===== src/common/cacheGeomPkg.sv =====
package cacheGeomPkg;

	// ------------------------------------------------------------
	// cache geometry
	// ------------------------------------------------------------
	localparam int addrWidth = 32;
	localparam int wordWidth = 32;
	localparam int wordsPerLine = 4;
	localparam int numSets = 16;
	localparam int numWays = 2;

	// tag | index | word | byte from the top
	localparam int offsetBits = 4; // byte offset within a line
	localparam int indexBits = 4;
	localparam int tagBits = addrWidth - indexBits - offsetBits;

	// ------------------------------------------------------------
	// types
	// ------------------------------------------------------------
	typedef logic [addrWidth-1:0] addrT;
	typedef logic [wordWidth-1:0] wordT;
	typedef logic [wordsPerLine*wordWidth-1:0] lineT; // word 0 in low bits
	typedef logic [tagBits-1:0] tagT;
	typedef logic [indexBits-1:0] indexT;
	typedef logic [$clog2(wordsPerLine)-1:0] wordSelT;
	typedef logic [$clog2(numWays)-1:0] wayT;

endpackage


===== src/common/memReqIf.sv =====
`timescale 1ns/100ps

interface memReqIf;
	logic startFill;
	cacheGeomPkg::addrT fillAddr;
	logic startWriteBack;
	cacheGeomPkg::addrT wbAddr;
	cacheGeomPkg::lineT wbLine;

	logic fillDone;
	cacheGeomPkg::lineT filledLine;
	logic wbDone;

	modport ctrl (
		output startFill, fillAddr, startWriteBack, wbAddr, wbLine,
		input fillDone, filledLine, wbDone
	);

	modport mem (
		input startFill, fillAddr, startWriteBack, wbAddr, wbLine,
		output fillDone, filledLine, wbDone
	);
endinterface


===== src/logic/memRequester.sv =====
`timescale 1ns/100ps

module memRequester (
	input logic clk,
	input logic reset,
	memReqIf.mem req,
	output logic memRdReq,
	output cacheGeomPkg::addrT memRdAddr,
	input logic memRdValid,
	input cacheGeomPkg::lineT memRdData,
	output logic memWrReq,
	output cacheGeomPkg::addrT memWrAddr,
	output cacheGeomPkg::lineT memWrData,
	input logic memWrDone
);

	logic pending;
	logic pendingWb; // kind of the request in flight

	// ------------------------------------------------------------
	// strobes and pending tracking
	// ------------------------------------------------------------
	always_ff @(posedge clk) begin
		if (reset) begin
			pending <= 1'b0;
			pendingWb <= 1'b0;
			memRdReq <= 1'b0;
			memWrReq <= 1'b0;
			req.fillDone <= 1'b0;
			req.wbDone <= 1'b0;
		end else begin
			memRdReq <= req.startFill;
			memWrReq <= req.startWriteBack;
			req.fillDone <= memRdValid;
			req.wbDone <= memWrDone;
			if (req.startFill || req.startWriteBack) begin
				pending <= 1'b1;
				pendingWb <= req.startWriteBack;
			end else if (memRdValid || memWrDone) begin
				pending <= 1'b0;
			end
		end
	end

	// line and addresses in flight
	always_ff @(posedge clk) begin
		if (req.startFill)
			memRdAddr <= req.fillAddr;
		if (req.startWriteBack) begin
			memWrAddr <= req.wbAddr;
			memWrData <= req.wbLine;
		end
		if (memRdValid)
			req.filledLine <= memRdData;
	end

	assert property (@(posedge clk) disable iff (reset)
		(req.startFill || req.startWriteBack) |-> !pending)
		else $error("memory start while a request is pending");

	assert property (@(posedge clk) disable iff (reset)
		memRdValid |-> (pending && !pendingWb))
		else $error("memRdValid without a pending fill");

	assert property (@(posedge clk) disable iff (reset)
		memWrDone |-> (pending && pendingWb))
		else $error("memWrDone without a pending write-back");

endmodule


===== src/flat_wrapper.sv =====
// flat-port wrapper written by rule: the top's interface ports become plain ports
module memRequester_flat 
  (clk, reset, memRdReq, memRdAddr, memRdValid, memRdData, memWrReq, memWrAddr, memWrData, memWrDone, req_startFill, req_fillAddr, req_startWriteBack, req_wbAddr, req_wbLine, req_fillDone, req_filledLine, req_wbDone);
  memReqIf req_i ();
  input logic clk;
  input logic reset;
  output logic memRdReq;
  output cacheGeomPkg::addrT memRdAddr;
  input logic memRdValid;
  input cacheGeomPkg::lineT memRdData;
  output logic memWrReq;
  output cacheGeomPkg::addrT memWrAddr;
  output cacheGeomPkg::lineT memWrData;
  input logic memWrDone;
  input wire logic [$bits(req_i.startFill)-1:0] req_startFill;
  input wire logic [$bits(req_i.fillAddr)-1:0] req_fillAddr;
  input wire logic [$bits(req_i.startWriteBack)-1:0] req_startWriteBack;
  input wire logic [$bits(req_i.wbAddr)-1:0] req_wbAddr;
  input wire logic [$bits(req_i.wbLine)-1:0] req_wbLine;
  output wire logic [$bits(req_i.fillDone)-1:0] req_fillDone;
  output wire logic [$bits(req_i.filledLine)-1:0] req_filledLine;
  output wire logic [$bits(req_i.wbDone)-1:0] req_wbDone;
  assign req_i.startFill = req_startFill;
  assign req_i.fillAddr = req_fillAddr;
  assign req_i.startWriteBack = req_startWriteBack;
  assign req_i.wbAddr = req_wbAddr;
  assign req_i.wbLine = req_wbLine;
  assign req_fillDone = req_i.fillDone;
  assign req_filledLine = req_i.filledLine;
  assign req_wbDone = req_i.wbDone;
  memRequester u_core (.clk(clk), .reset(reset), .req(req_i), .memRdReq(memRdReq), .memRdAddr(memRdAddr), .memRdValid(memRdValid), .memRdData(memRdData), .memWrReq(memWrReq), .memWrAddr(memWrAddr), .memWrData(memWrData), .memWrDone(memWrDone));
endmodule

===== config.mk =====
export PLATFORM = sky130hd
export DESIGN_NAME = memRequester_flat
export DESIGN_NICKNAME = d
export VERILOG_FILES = /design/src/common/cacheGeomPkg.sv /design/src/common/memReqIf.sv /design/src/logic/memRequester.sv /design/src/flat_wrapper.sv
export SDC_FILE = /design/constraint.sdc
export NUM_CORES = 1
export LEC_CHECK = 0
export BUFFER_PORTS_ARGS = -buffer_cell sky130_fd_sc_hd__buf_2
export CORE_AREA = 2 2 256 258
export DETAILED_ROUTE_END_ITERATION = 10
export DIE_AREA = 0 0 258 260
export PLACE_DENSITY_LB_ADDON = 0.3
export SLEW_MARGIN = 10
export SYNTH_ARGS = -nofsm -noshare
export SYNTH_HDL_FRONTEND = slang
export SYNTH_SLANG_ARGS = --single-unit
export TNS_END_PERCENT = 20

===== constraint.sdc =====
create_clock -name clk -period 0.8 [get_ports clk]
set_input_delay 0.08 -clock clk [delete_from_list [all_inputs] [get_ports clk]]
set_output_delay 0.08 -clock clk [all_outputs]
set_load 0.05 [all_outputs]

==> metrics.txt <==
count of input and output buffers=649; element type at the critical path end=primary output; Seq/Total Area, Yosys=99.7%; Total Wirelength=34300 µm; library cell contributing the largest single delay on the critical path=edfxtp_1; family with the most delay on the worst path=flip-flops; type of element launching the critical path=register; placed cell area=14300 µm²; Primary FF master, synth=edfxtp_1; Leak Pwr=8.47 nW; Cell Count, Final, Fillers Out=2243; number of buffers added by the clock tree synthesis step=36; measured slew at the worst slew-check pin=0.277 ns; final critical-path required period=1.29 ns; detailed-router iteration count before antenna repair=4; Final Wtd Congestion=0.784; post-synthesis instance area=9710 µm²; die boundary height=260 µm; dominant cell by count in the synthesized netlist=edfxtp_1; violated checks=setup timing; area fraction of the dominant cell type after synthesis=98.9%; number of enable flip-flop cells after synthesis=320; power density normalized to cell area=2260 nW/µm²; final critical-path setup slack=-0.489 ns; critical path class=register to primary output; total core area=64100 µm²; most common library cells after synthesis=edfxtp_1 (320), dfxtp_1 (4), nor2b_1 (4); total net switching power=13.2 mW; number of design rule violations left after detail routing=0; Max Freq=0.776 GHz; arrival time of data at the critical path endpoint=1.21 ns; worst min-delay path class=input port to register; Yosys Warn Count=0; residual antenna-violating net count after detailed routing=0; syn nets=654; level count of the clock H-tree=2; number of instances on the worst hold path=2; part of the power in combinational logic=21.8%; number of instances in the synthesized netlist=328; estimated wirelength of the detail-placed design=23200 µm; peak per-stage delay on the critical path=0.47 ns; Placement Rows=93; Total GRT Usage=9.58%; Cells after DPL=1856; Total Neg Setup Slack=-116.12 ns; design area=20700 µm²; combined buffer and inverter count along the critical path=1; required arrival time at the worst endpoint=0.72 ns; Slew headroom=81.5%; post-synthesis area per instance=29.6 µm²; area overhead of the layout relative to synthesis=113%; I/O pin count=650; total gr overflow=0; largest net degree at the start of global routing=39; fin crit share=161%; starting density of the core=15.2%; fraction of layout cells with a size suffix above 1=52.4%; area of the multi-input gates=25.0 µm²; Via density=3.32; setup violation total in the final timing report=324; via count of the first global-routing pass=8334; Chip Width=258 µm; global-route wire length before repair=48800 µm; synth top area cells=edfxtp_1 (99%), dfxtp_1 (0.82%), nor2b_1 (0.26%); number of distinct library cells after synthesis=3; CTS Sinks=324; number of pins exceeding their max-slew limit in the final report=0; setup bufs post-CTS=0; Sequential cell area=9690 µm²; Fillers=6095; total power=46.9 mW; setup repair after global routing missed its margin=yes; overall die area=67100 µm²; average routed wire per standard cell=15.3 µm; maximum fanout along the worst path=1; synthesized flop and latch total=324; Reg power frac=44.5%; CTS tree=yes; number of DRC markers after the initial detailed-route iteration=318; clock share of power=33.7%; via count=7449; initial antenna violation count=4; count of endpoints failing hold in the final timing report=0; maximum ir drop on the vdd rail=0.00159 V; proportion of total power due to net switching=28.1%; final design utilization=32.3%; fraction of synthesis flops using an asynchronous set or reset pin=0%; Root Driver=clkbuf_16; internal power=33.7 mW; Clock Pin Slew Worst Setup and Hold Paths=0.06 ns; # nets final=1689; max_cap viols=0; worst-path cell chain=buf_6; status=complete, but fails checks; most area-hungry cell type in the Yosys netlist=edfxtp_1; number of cells on the critical path=1; deepest clock path buffer count=3
==> layout by cell type (no fill, tap or decap) <==
cell type / netlist / routed
buf_6: 0 / 322
buf_4: 0 / 18
clkinv_1: 0 / 3
clkbuf_1: 0 / 8
clkinvlp_4: 0 / 1
clkbuf_16: 0 / 37
buf_8: 0 / 3
buf_12: 0 / 7
buf_2: 0 / 323
nor2b_1: 4 / 4
dlygate4sd3_1: 0 / 324
dfxtp_2: 0 / 4
bufinv_16: 0 / 3
clkinv_2: 0 / 8
diode_2: 0 / 3
edfxtp_1: 320 / 320
==> power groups by stage <==
stage          Sequential (mW)  Clock [mW]  Combinational [mW]
2_1_floorplan             25.6           0             0.00661
3_3_place_gp              20.8           0                7.39
3_5_place_dp              20.8           0                7.39
4_1_cts                   20.9        16.3                10.2
5_1_grt                   21.0        16.9                10.5
6_report                  20.9        15.8                10.2
==> cell type report <==
cell class,instances,area share [%]
diodes,3,0.0363
clock inverters,15,0.719
flip-flops and latches,324,46.8
clock buffers,45,4.62
repair buffers,997,42.5
multi-input cells,4,0.121
well taps,855,5.17
==> flip-flops by register name, indices dropped and copies added (netlist names) <==
register               flops
u_core.memRdReq            1
u_core.req.wbDone          1
u_core.memWrReq            1
u_core.memWrData         128
u_core.req.filledLine    128
u_core.memRdAddr          32
u_core.req.fillDone        1
u_core.memWrAddr          32
==> metrics by stage <==
stage | worst slack, ns | hold slack (ns)
after floorplan | 0.119 | 0.152
after global placement | -0.0943 | 0.257
after detailed placement | -0.110 | 0.258
after CTS | -0.552 | 0.0330
after global routing | -0.555 | 0.0302
final | -0.489 | 0.0692
==> routing by layer <==
layer	GRT usage (%)	up-vias	part of all wire [%]
li1	-	3420	-
met1	9.28	3521	34
met2	17.8	439	53
met3	4.03	67	9.9
met4	3.93	2	3.2
met5	0	-	0.041
==> final timing paths <==
kind | slack [ns] | start | to
worst max-delay path | -0.49 | u_core.req.filledLine[82] | req_filledLine[82]
worst min-delay path | 0.07 | req_startWriteBack | u_core.memWrData[120]
==> repair_timing <==
action                                  in CTS  in global routing
hold buffers                               324                  0
endpoints found under the setup margin     324                324
endpoints found under the hold margin      357                  0
resized for setup                          655                  0
==> logic make-up after synthesis <==
group / count (synthesis) / share of synthesized area (%)
simple gates: 4 / 0.258
flops: 324 / 99.7
(Power assumes the default switching activity.)
