File: config.mk
export PLATFORM = sky130hd
export DESIGN_NAME = cacheController_flat
export DESIGN_NICKNAME = d
export VERILOG_FILES = /design/src/common/cacheGeomPkg.sv /design/src/common/cacheCtrlPkg.sv /design/src/common/lineAccessIf.sv /design/src/common/memReqIf.sv /design/src/cache/cacheController.sv /design/src/flat_wrapper.sv
export SDC_FILE = /design/constraint.sdc
export NUM_CORES = 1
export LEC_CHECK = 0
export ABC_AREA = 1
export BUFFER_PORTS_ARGS = -buffer_cell sky130_fd_sc_hd__buf_2
export CORE_AREA = 2 2 312 314
export DETAILED_ROUTE_END_ITERATION = 6
export DIE_AREA = 0 0 314 316
export GPL_TIMING_DRIVEN = 0
export PLACE_DENSITY = 0.3
export RECOVER_POWER = 25
export SLEW_MARGIN = 20
export SYNTH_ARGS = -nofsm -noshare
export SYNTH_HDL_FRONTEND = slang
export SYNTH_SLANG_ARGS = --single-unit
File: constraint.sdc
create_clock -name clk -period 3.9 [get_ports clk]
set_input_delay 0.78 -clock clk [delete_from_list [all_inputs] [get_ports clk]]
set_output_delay 0.78 -clock clk [all_outputs]
set_load 0.01 [all_outputs]
File: src/common/cacheGeomPkg.sv
package cacheGeomPkg;

	// ------------------------------------------------------------
	// cache geometry
	// ------------------------------------------------------------
	localparam int addrWidth = 32;
	localparam int wordWidth = 32;
	localparam int wordsPerLine = 4;
	localparam int numSets = 16;
	localparam int numWays = 2;

	// tag | index | word | byte from the top
	localparam int offsetBits = 4; // byte offset within a line
	localparam int indexBits = 4;
	localparam int tagBits = addrWidth - indexBits - offsetBits;

	// ------------------------------------------------------------
	// types
	// ------------------------------------------------------------
	typedef logic [addrWidth-1:0] addrT;
	typedef logic [wordWidth-1:0] wordT;
	typedef logic [wordsPerLine*wordWidth-1:0] lineT; // word 0 in low bits
	typedef logic [tagBits-1:0] tagT;
	typedef logic [indexBits-1:0] indexT;
	typedef logic [$clog2(wordsPerLine)-1:0] wordSelT;
	typedef logic [$clog2(numWays)-1:0] wayT;

endpackage

File: src/common/cacheCtrlPkg.sv
package cacheCtrlPkg;

	// command encoding
	typedef enum logic [1:0] {
		cmdNone = 2'd0,
		cmdRead = 2'd1,
		cmdWrite = 2'd2,
		cmdInvalidate = 2'd3
	} cmdT;

	// controller FSM
	typedef enum logic [2:0] {
		sIdle,
		sLookup,
		sWriteBack,
		sFill,
		sRespond
	} ctrlStateT;

endpackage

File: src/common/lineAccessIf.sv
`timescale 1ns/100ps

interface lineAccessIf;
	// addressing from the controller
	cacheGeomPkg::indexT index;
	cacheGeomPkg::tagT tag;
	cacheGeomPkg::wordSelT wordSel;
	cacheGeomPkg::wayT accessWay;

	// update strobes
	logic touch;
	logic wordWrite;
	cacheGeomPkg::wordT wordData;
	logic fill;
	cacheGeomPkg::lineT fillLine;
	logic dropLine;

	// combinational lookup results
	logic hit;
	cacheGeomPkg::wayT hitWay;
	cacheGeomPkg::wayT victimWay;
	logic wayDirty;
	cacheGeomPkg::tagT wayTag;
	cacheGeomPkg::lineT wayLine;
	cacheGeomPkg::wordT wayWord;

	modport ctrl (
		output index, tag, wordSel, accessWay, touch, wordWrite, wordData,
		output fill, fillLine, dropLine,
		input hit, hitWay, victimWay, wayDirty, wayTag, wayLine, wayWord
	);

	modport arrays (
		input index, tag, wordSel, accessWay, touch, wordWrite, wordData,
		input fill, fillLine, dropLine,
		output hit, hitWay, victimWay, wayDirty, wayTag, wayLine, wayWord
	);
endinterface

File: src/common/memReqIf.sv
`timescale 1ns/100ps

interface memReqIf;
	logic startFill;
	cacheGeomPkg::addrT fillAddr;
	logic startWriteBack;
	cacheGeomPkg::addrT wbAddr;
	cacheGeomPkg::lineT wbLine;

	logic fillDone;
	cacheGeomPkg::lineT filledLine;
	logic wbDone;

	modport ctrl (
		output startFill, fillAddr, startWriteBack, wbAddr, wbLine,
		input fillDone, filledLine, wbDone
	);

	modport mem (
		input startFill, fillAddr, startWriteBack, wbAddr, wbLine,
		output fillDone, filledLine, wbDone
	);
endinterface

File: src/cache/cacheController.sv
`timescale 1ns/100ps

module cacheController (
	input logic clk,
	input logic reset,
	input logic cmdValid,
	input cacheCtrlPkg::cmdT cmd,
	input cacheGeomPkg::addrT addr,
	input cacheGeomPkg::wordT wdata,
	output logic busy,
	output logic respValid,
	output cacheGeomPkg::wordT rdata,
	lineAccessIf.ctrl lines,
	memReqIf.ctrl mem
);

	cacheCtrlPkg::ctrlStateT state, nextState;

	// captured request
	cacheCtrlPkg::cmdT reqCmd;
	cacheGeomPkg::tagT reqTag;
	cacheGeomPkg::indexT reqIndex;
	cacheGeomPkg::wordSelT reqWord;
	cacheGeomPkg::wordT reqData;
	cacheGeomPkg::wayT workWay; // way chosen in lookup
	logic captureWord;

	assign busy = (state != cacheCtrlPkg::sIdle);
	assign respValid = (state == cacheCtrlPkg::sRespond);

	assign lines.index = reqIndex;
	assign lines.tag = reqTag;
	assign lines.wordSel = reqWord;
	assign lines.wordData = reqData;
	assign lines.fillLine = mem.filledLine;

	assign mem.fillAddr = {reqTag, reqIndex, {cacheGeomPkg::offsetBits{1'b0}}};
	assign mem.wbAddr = {lines.wayTag, reqIndex, {cacheGeomPkg::offsetBits{1'b0}}};
	assign mem.wbLine = lines.wayLine;

	// ------------------------------------------------------------
	// next state and strobes
	// ------------------------------------------------------------
	always_comb begin
		nextState = state;
		lines.touch = 1'b0;
		lines.wordWrite = 1'b0;
		lines.fill = 1'b0;
		lines.dropLine = 1'b0;
		mem.startFill = 1'b0;
		mem.startWriteBack = 1'b0;
		captureWord = 1'b0;
		if (state == cacheCtrlPkg::sLookup)
			lines.accessWay = lines.hit ? lines.hitWay : lines.victimWay;
		else
			lines.accessWay = workWay;

		case (state)
			cacheCtrlPkg::sIdle:
				if (cmdValid) nextState = cacheCtrlPkg::sLookup;
			cacheCtrlPkg::sLookup: begin
				if (reqCmd == cacheCtrlPkg::cmdNone) begin
					nextState = cacheCtrlPkg::sRespond;
				end else if (reqCmd == cacheCtrlPkg::cmdInvalidate) begin
					if (lines.hit && lines.wayDirty) begin
						mem.startWriteBack = 1'b1;
						nextState = cacheCtrlPkg::sWriteBack;
					end else begin
						lines.dropLine = lines.hit;
						nextState = cacheCtrlPkg::sRespond;
					end
				end else if (lines.hit) begin
					if (reqCmd == cacheCtrlPkg::cmdWrite) begin
						lines.wordWrite = 1'b1;
					end else begin
						lines.touch = 1'b1;
						captureWord = 1'b1;
					end
					nextState = cacheCtrlPkg::sRespond;
				end else if (lines.wayDirty) begin
					mem.startWriteBack = 1'b1; // victim out first
					nextState = cacheCtrlPkg::sWriteBack;
				end else begin
					mem.startFill = 1'b1;
					nextState = cacheCtrlPkg::sFill;
				end
			end
			cacheCtrlPkg::sWriteBack:
				if (mem.wbDone) begin
					if (reqCmd == cacheCtrlPkg::cmdInvalidate) begin
						lines.dropLine = 1'b1;
						nextState = cacheCtrlPkg::sRespond;
					end else begin
						mem.startFill = 1'b1;
						nextState = cacheCtrlPkg::sFill;
					end
				end
			cacheCtrlPkg::sFill:
				if (mem.fillDone) begin
					lines.fill = 1'b1;
					nextState = cacheCtrlPkg::sLookup; // replay as a hit
				end
			cacheCtrlPkg::sRespond:
				nextState = cacheCtrlPkg::sIdle;
			default:
				nextState = cacheCtrlPkg::sIdle;
		endcase
	end

	// ------------------------------------------------------------
	// registers
	// ------------------------------------------------------------
	always_ff @(posedge clk) begin
		if (reset)
			state <= cacheCtrlPkg::sIdle;
		else
			state <= nextState;
	end

	always_ff @(posedge clk) begin
		if (state == cacheCtrlPkg::sIdle && cmdValid) begin
			reqCmd <= cmd;
			reqTag <= addr[cacheGeomPkg::addrWidth-1 -: cacheGeomPkg::tagBits];
			reqIndex <= addr[cacheGeomPkg::offsetBits +: cacheGeomPkg::indexBits];
			reqWord <= addr[cacheGeomPkg::offsetBits-1 -: $bits(cacheGeomPkg::wordSelT)];
			reqData <= wdata;
			rdata <= '0;
		end
		if (state == cacheCtrlPkg::sLookup)
			workWay <= lines.accessWay;
		if (captureWord)
			rdata <= lines.wayWord;
	end

	assert property (@(posedge clk) disable iff (reset) !(lines.fill && lines.wordWrite))
		else $error("fill and word write in the same cycle");

	assert property (@(posedge clk) disable iff (reset)
		(mem.startFill || mem.startWriteBack) |->
			state inside {cacheCtrlPkg::sLookup, cacheCtrlPkg::sWriteBack,
				cacheCtrlPkg::sFill})
		else $error("memory start outside lookup or miss handling");

endmodule

File: src/flat_wrapper.sv
// flat-port wrapper written by rule: the top's interface ports become plain ports
module cacheController_flat 
  (clk, reset, cmdValid, cmd, addr, wdata, busy, respValid, rdata, lines_index, lines_tag, lines_wordSel, lines_accessWay, lines_touch, lines_wordWrite, lines_wordData, lines_fill, lines_fillLine, lines_dropLine, lines_hit, lines_hitWay, lines_victimWay, lines_wayDirty, lines_wayTag, lines_wayLine, lines_wayWord, mem_startFill, mem_fillAddr, mem_startWriteBack, mem_wbAddr, mem_wbLine, mem_fillDone, mem_filledLine, mem_wbDone);
  lineAccessIf lines_i ();
  memReqIf mem_i ();
  input logic clk;
  input logic reset;
  input logic cmdValid;
  input cacheCtrlPkg::cmdT cmd;
  input cacheGeomPkg::addrT addr;
  input cacheGeomPkg::wordT wdata;
  output logic busy;
  output logic respValid;
  output cacheGeomPkg::wordT rdata;
  output wire logic [$bits(lines_i.index)-1:0] lines_index;
  output wire logic [$bits(lines_i.tag)-1:0] lines_tag;
  output wire logic [$bits(lines_i.wordSel)-1:0] lines_wordSel;
  output wire logic [$bits(lines_i.accessWay)-1:0] lines_accessWay;
  output wire logic [$bits(lines_i.touch)-1:0] lines_touch;
  output wire logic [$bits(lines_i.wordWrite)-1:0] lines_wordWrite;
  output wire logic [$bits(lines_i.wordData)-1:0] lines_wordData;
  output wire logic [$bits(lines_i.fill)-1:0] lines_fill;
  output wire logic [$bits(lines_i.fillLine)-1:0] lines_fillLine;
  output wire logic [$bits(lines_i.dropLine)-1:0] lines_dropLine;
  input wire logic [$bits(lines_i.hit)-1:0] lines_hit;
  input wire logic [$bits(lines_i.hitWay)-1:0] lines_hitWay;
  input wire logic [$bits(lines_i.victimWay)-1:0] lines_victimWay;
  input wire logic [$bits(lines_i.wayDirty)-1:0] lines_wayDirty;
  input wire logic [$bits(lines_i.wayTag)-1:0] lines_wayTag;
  input wire logic [$bits(lines_i.wayLine)-1:0] lines_wayLine;
  input wire logic [$bits(lines_i.wayWord)-1:0] lines_wayWord;
  output wire logic [$bits(mem_i.startFill)-1:0] mem_startFill;
  output wire logic [$bits(mem_i.fillAddr)-1:0] mem_fillAddr;
  output wire logic [$bits(mem_i.startWriteBack)-1:0] mem_startWriteBack;
  output wire logic [$bits(mem_i.wbAddr)-1:0] mem_wbAddr;
  output wire logic [$bits(mem_i.wbLine)-1:0] mem_wbLine;
  input wire logic [$bits(mem_i.fillDone)-1:0] mem_fillDone;
  input wire logic [$bits(mem_i.filledLine)-1:0] mem_filledLine;
  input wire logic [$bits(mem_i.wbDone)-1:0] mem_wbDone;
  assign lines_index = lines_i.index;
  assign lines_tag = lines_i.tag;
  assign lines_wordSel = lines_i.wordSel;
  assign lines_accessWay = lines_i.accessWay;
  assign lines_touch = lines_i.touch;
  assign lines_wordWrite = lines_i.wordWrite;
  assign lines_wordData = lines_i.wordData;
  assign lines_fill = lines_i.fill;
  assign lines_fillLine = lines_i.fillLine;
  assign lines_dropLine = lines_i.dropLine;
  assign lines_i.hit = lines_hit;
  assign lines_i.hitWay = lines_hitWay;
  assign lines_i.victimWay = lines_victimWay;
  assign lines_i.wayDirty = lines_wayDirty;
  assign lines_i.wayTag = lines_wayTag;
  assign lines_i.wayLine = lines_wayLine;
  assign lines_i.wayWord = lines_wayWord;
  assign mem_startFill = mem_i.startFill;
  assign mem_fillAddr = mem_i.fillAddr;
  assign mem_startWriteBack = mem_i.startWriteBack;
  assign mem_wbAddr = mem_i.wbAddr;
  assign mem_wbLine = mem_i.wbLine;
  assign mem_i.fillDone = mem_fillDone;
  assign mem_i.filledLine = mem_filledLine;
  assign mem_i.wbDone = mem_wbDone;
  cacheController u_core (.clk(clk), .reset(reset), .cmdValid(cmdValid), .cmd(cmd), .addr(addr), .wdata(wdata), .busy(busy), .respValid(respValid), .rdata(rdata), .lines(lines_i), .mem(mem_i));
endmodule
==> metrics.md <==
| Metric | Value |
|---|---|
| Status | complete, no violations |
| Global-route wire length before repair | between 50,000 and 60,000 um |
| Flop pwr share | 40.5% |
| WP buf/inv | 5 |
| Hpwl dp | 39,500 um |
| Initial antenna violation count | 30 |
| RR Startpoint | u_core.state[1] |
| Top Ports | 810 |
| Synth Area in Adders | 0% |
| Async S/R FF share, synth | 0% |
| Total GRT Usage | between 7 and 8% |
| Top post-synthesis cells by area | edfxtp_1, buf_4, nor2_1 |
| Cell taking the most area after synthesis | edfxtp_1 |
| DP Area | just over 0.01 mm2 |
| Syn Std Cell Area | 0.00594 mm2 |
| Critical Path Source | u_core.state[1] |
| Hold path start | u_core.workWay |
| Layout fillers | 11,200 |
| Sequential fraction of the synthesis area | between 50 and 60% |
| Int Pwr | around 2.4 mW |
| Area growth, synth to finish | 76.5% |
| Starting Density | slightly above 6% |
| F_max | around 340 MHz |
| Vias in the first global route | approximately 5,500 |
| CP startpoint kind | flip-flop |
| CTS Hold Bufs | 0 |
| Largest fanout on the critical path | 10 |
| Clock power frac | 26.5% |
| RSZ-0062 raised after global routing | false |
| Cells on Worst Hold Path | 2 |
| Final Hold Viols | 0 |
| Post-CTS setup buffers | 0 |
| Syn_area_per_cell | between 10 and 15 um2 |
| Seq cells post-synth | 100 |
| Post-route cell area | between 0.01 and 0.015 mm2 |
| Clock sink count | 100 |
| IO Port Bufs | slightly above 500 |
| Max_cap viols | 0 |
| Rows | approximately 110 |
| Hold crit path type | flip-flop to flip-flop |
| Cell Chain, Critical Path | inv_1, nand3_2, inv_1, nand4_1, buf_6, inv_1, buf_2 |
| Die Height | 316 um |
| Part of the power in combinational logic | 33.0% |
| Switch Pwr | between 1 and 1.5 mW |
| Syn Inst Count | between 500 and 600 |
| Setup-failing EPs final | 0 |
| Worst-path clk slew | around 0.070 ns |
| TritonCTS buffer count | 9 |
| Vias after detailed routing | 5,580 |
| # nets final | between 1,000 and 1,500 |
| Yosys top cell area share | between 40% and 50% |
| Worst Tran Pin Value | around 1.1 ns |
| Chip width | between 300 and 400 um |
| DR iter-0 viols | approximately 210 |
| Share of cells above drive strength 1 | around 74% |
| Largest family of logic cells by synthesized area | buffers and inverters |
| Final period util | around 75% |
| Most instantiated library cell after synthesis | buf_4 |
| Worst vdd ir | roughly 0.00020 V |
| Final Max Tran Viols | 0 |
| Wire per inst | about 18 um |
| WP depth | 7 |
| Total wire length | 42,200 um |
| Clock latency at the later pin of the worst-skew pair | 0.37 ns |
| Vias/cell | 2.35 |
| Relative slew slack | between 20 and 30% |
| Synth Area in XOR/XNOR | 0% |
| Post-synth top cells | buf_4, edfxtp_1, nor2_1 |
| H-tree depth | 3 |
| Worst Skew | 0.0113 ns |
| Post-synth cell types | 20 |
| Top Family by Delay on Critical Path | buffers and inverters |
| GR Overflow Total | 0 |
| Drt pass-1 iters | 4 |
| CP Class | flip-flop to output port |
| Post-CTS Resized | 0 |
| Power Dens Cells | approximately 340 mW/mm2 |
| CTS tree | done |
| Reg2reg path depth | 7 |
| Area of the die | approximately 0.099 mm2 |
| Mux contribution to synthesized area | 0% |
| CP endpoint kind | output port |
| Worst hold slack | roughly 0.57 ns |
| DRC | 0 |
| Primary FF master, synth | edfxtp_1 |
| Number of synthesized flops with an enable pin | just under 100 |
| DRT antenna net count | 0 |
| Core Area | between 0.09 and 0.1 mm2 |
| Clock buffer depth | 2 |
| Post-synthesis compound-gate area fraction | less than 1% |
| Min Tclk post-route | slightly below 3 ns |
| GPL Wtd Cong | 0.798 |
| Critical Path Most Common Cell | inv_1 |
| Leak | a little over 5 nW |
| WP data required | roughly 3.1 ns |
| WP data arrival | 2.16 ns |
| Largest net degree at the start of global routing | 25 |
| CTS Root Cell | clkbuf_16 |
| Crit-path slowest cell | nand4_1 |
| Sw frac | between 30% and 40% |
| Synth warn | 0 |
| Post-synthesis simple-gate area fraction | 5.25% |
| Slowest stage delay, CP | roughly 0.46 ns |
## worst paths after layout
kind                                          to  slack (ns)
worst max-delay path                 lines_touch        0.96
worst min-delay path              u_core.workWay        0.57
worst max register to register  u_core.rdata[12]        1.30
worst min register to register    u_core.workWay        0.57
## logic make-up after synthesis
group | after synthesis
buffers and inverters | 367
flip-flops | 100
AND/OR/NAND/NOR | 71
AO/OA/AOI/OAI | 8
other | 1
## final cells by class
class	count	area (um2)	share of cell area, %
Clock buffer	9	225	2.15
Sequential cell	100	2970	28.4
Multi-Input combinational cell	87	380	3.63
Antenna cell	4	10.0	0.0955
Tap cell	1276	1600	15.2
Buffer	323	2420	23.1
Clock inverter	7	81.3	0.776
Timing Repair Buffer	523	2630	25.1
Inverter	44	165	1.58
## metrics by stage
| stage | power (mW) | setup slack [ns] | util, % | TNS, ns | cells |
|---|---|---|---|---|---|
| final | 3.60 | 0.964 | 10.9 | 0 | 2373 |
| after global routing | 3.81 | 0.718 | 10.9 | 0 | 2371 |
| after CTS | 3.75 | 1.20 | 11.0 | 0 | 2369 |
| after detailed placement | 2.75 | 1.20 | 10.7 | 0 | 2353 |
| after global placement | 2.71 | -2.04 | 10.6 | -65.99 | 2349 |
| after floorplan | 2.10 | 0.314 | - | 0 | 554 |
## worst min-delay path: cells and delay by family, from the launching register on
kind / cells / cell delay [ns]
AOI/OAI and AO/OA: 1 / 0.08
DFF: 1 / 0.33
and+or+nand+nor: 1 / 0.05
## power groups by stage
stage          clock network [mW]  logic [mW]  registers [mW]
6_report                    0.956        1.19            1.46
5_1_grt                      1.05        1.29            1.47
4_1_cts                      1.02        1.27            1.46
3_5_place_dp                    0        1.26            1.49
3_3_place_gp                    0        1.20            1.51
2_1_floorplan                   0       0.535            1.57
## cell usage in the layout (no fill, tap or decap)
master     Yosys  routed
nand3_1        4       4
clkbuf_16      0       9
nor2_1        43      42
inv_1         42      44
nor2_2         3       3
buf_16         0       2
clkinv_4       0       2
inv_8          0       1
a21oi_1        3       3
diode_2        0       4
buf_6          3       1
buf_4        320     320
conb_1         1       8
nand4_1        2       3
nand3_2        1       1
edfxtp_1      97      97
dfxtp_1        3       3
nand2_1       15      15
nor2_4         0       1
clkbuf_1       0      56
buf_2          0     465
o31ai_1        1       1
o41ai_1        1       1
buf_12         0       2
inv_6          0       2
nor4_1         1       1
o21ai_0        3       3
nor3_1         1       1
clkinv_2       0       1
bufinv_16      0       1
## layer usage
metal	routed length [um]	global-route usage (%)	up-vias
met2	22700	15.0	475
li1	-	-	2484
met5	220	0	-
met4	1970	4.09	34
met3	6320	4.98	80
met1	11000	5.99	2507
## flip-flops by register name, summed over array words and instances (netlist names)
name and count:
u_core.reqCmd 2, u_core.lines.index 4, u_core.lines.tag 24, u_core.lines.wordSel 2
u_core.lines.wordData 32, u_core.workWay 1, u_core.rdata 32, u_core.state 3
Note: power is estimated with default switching activity, not from simulation.
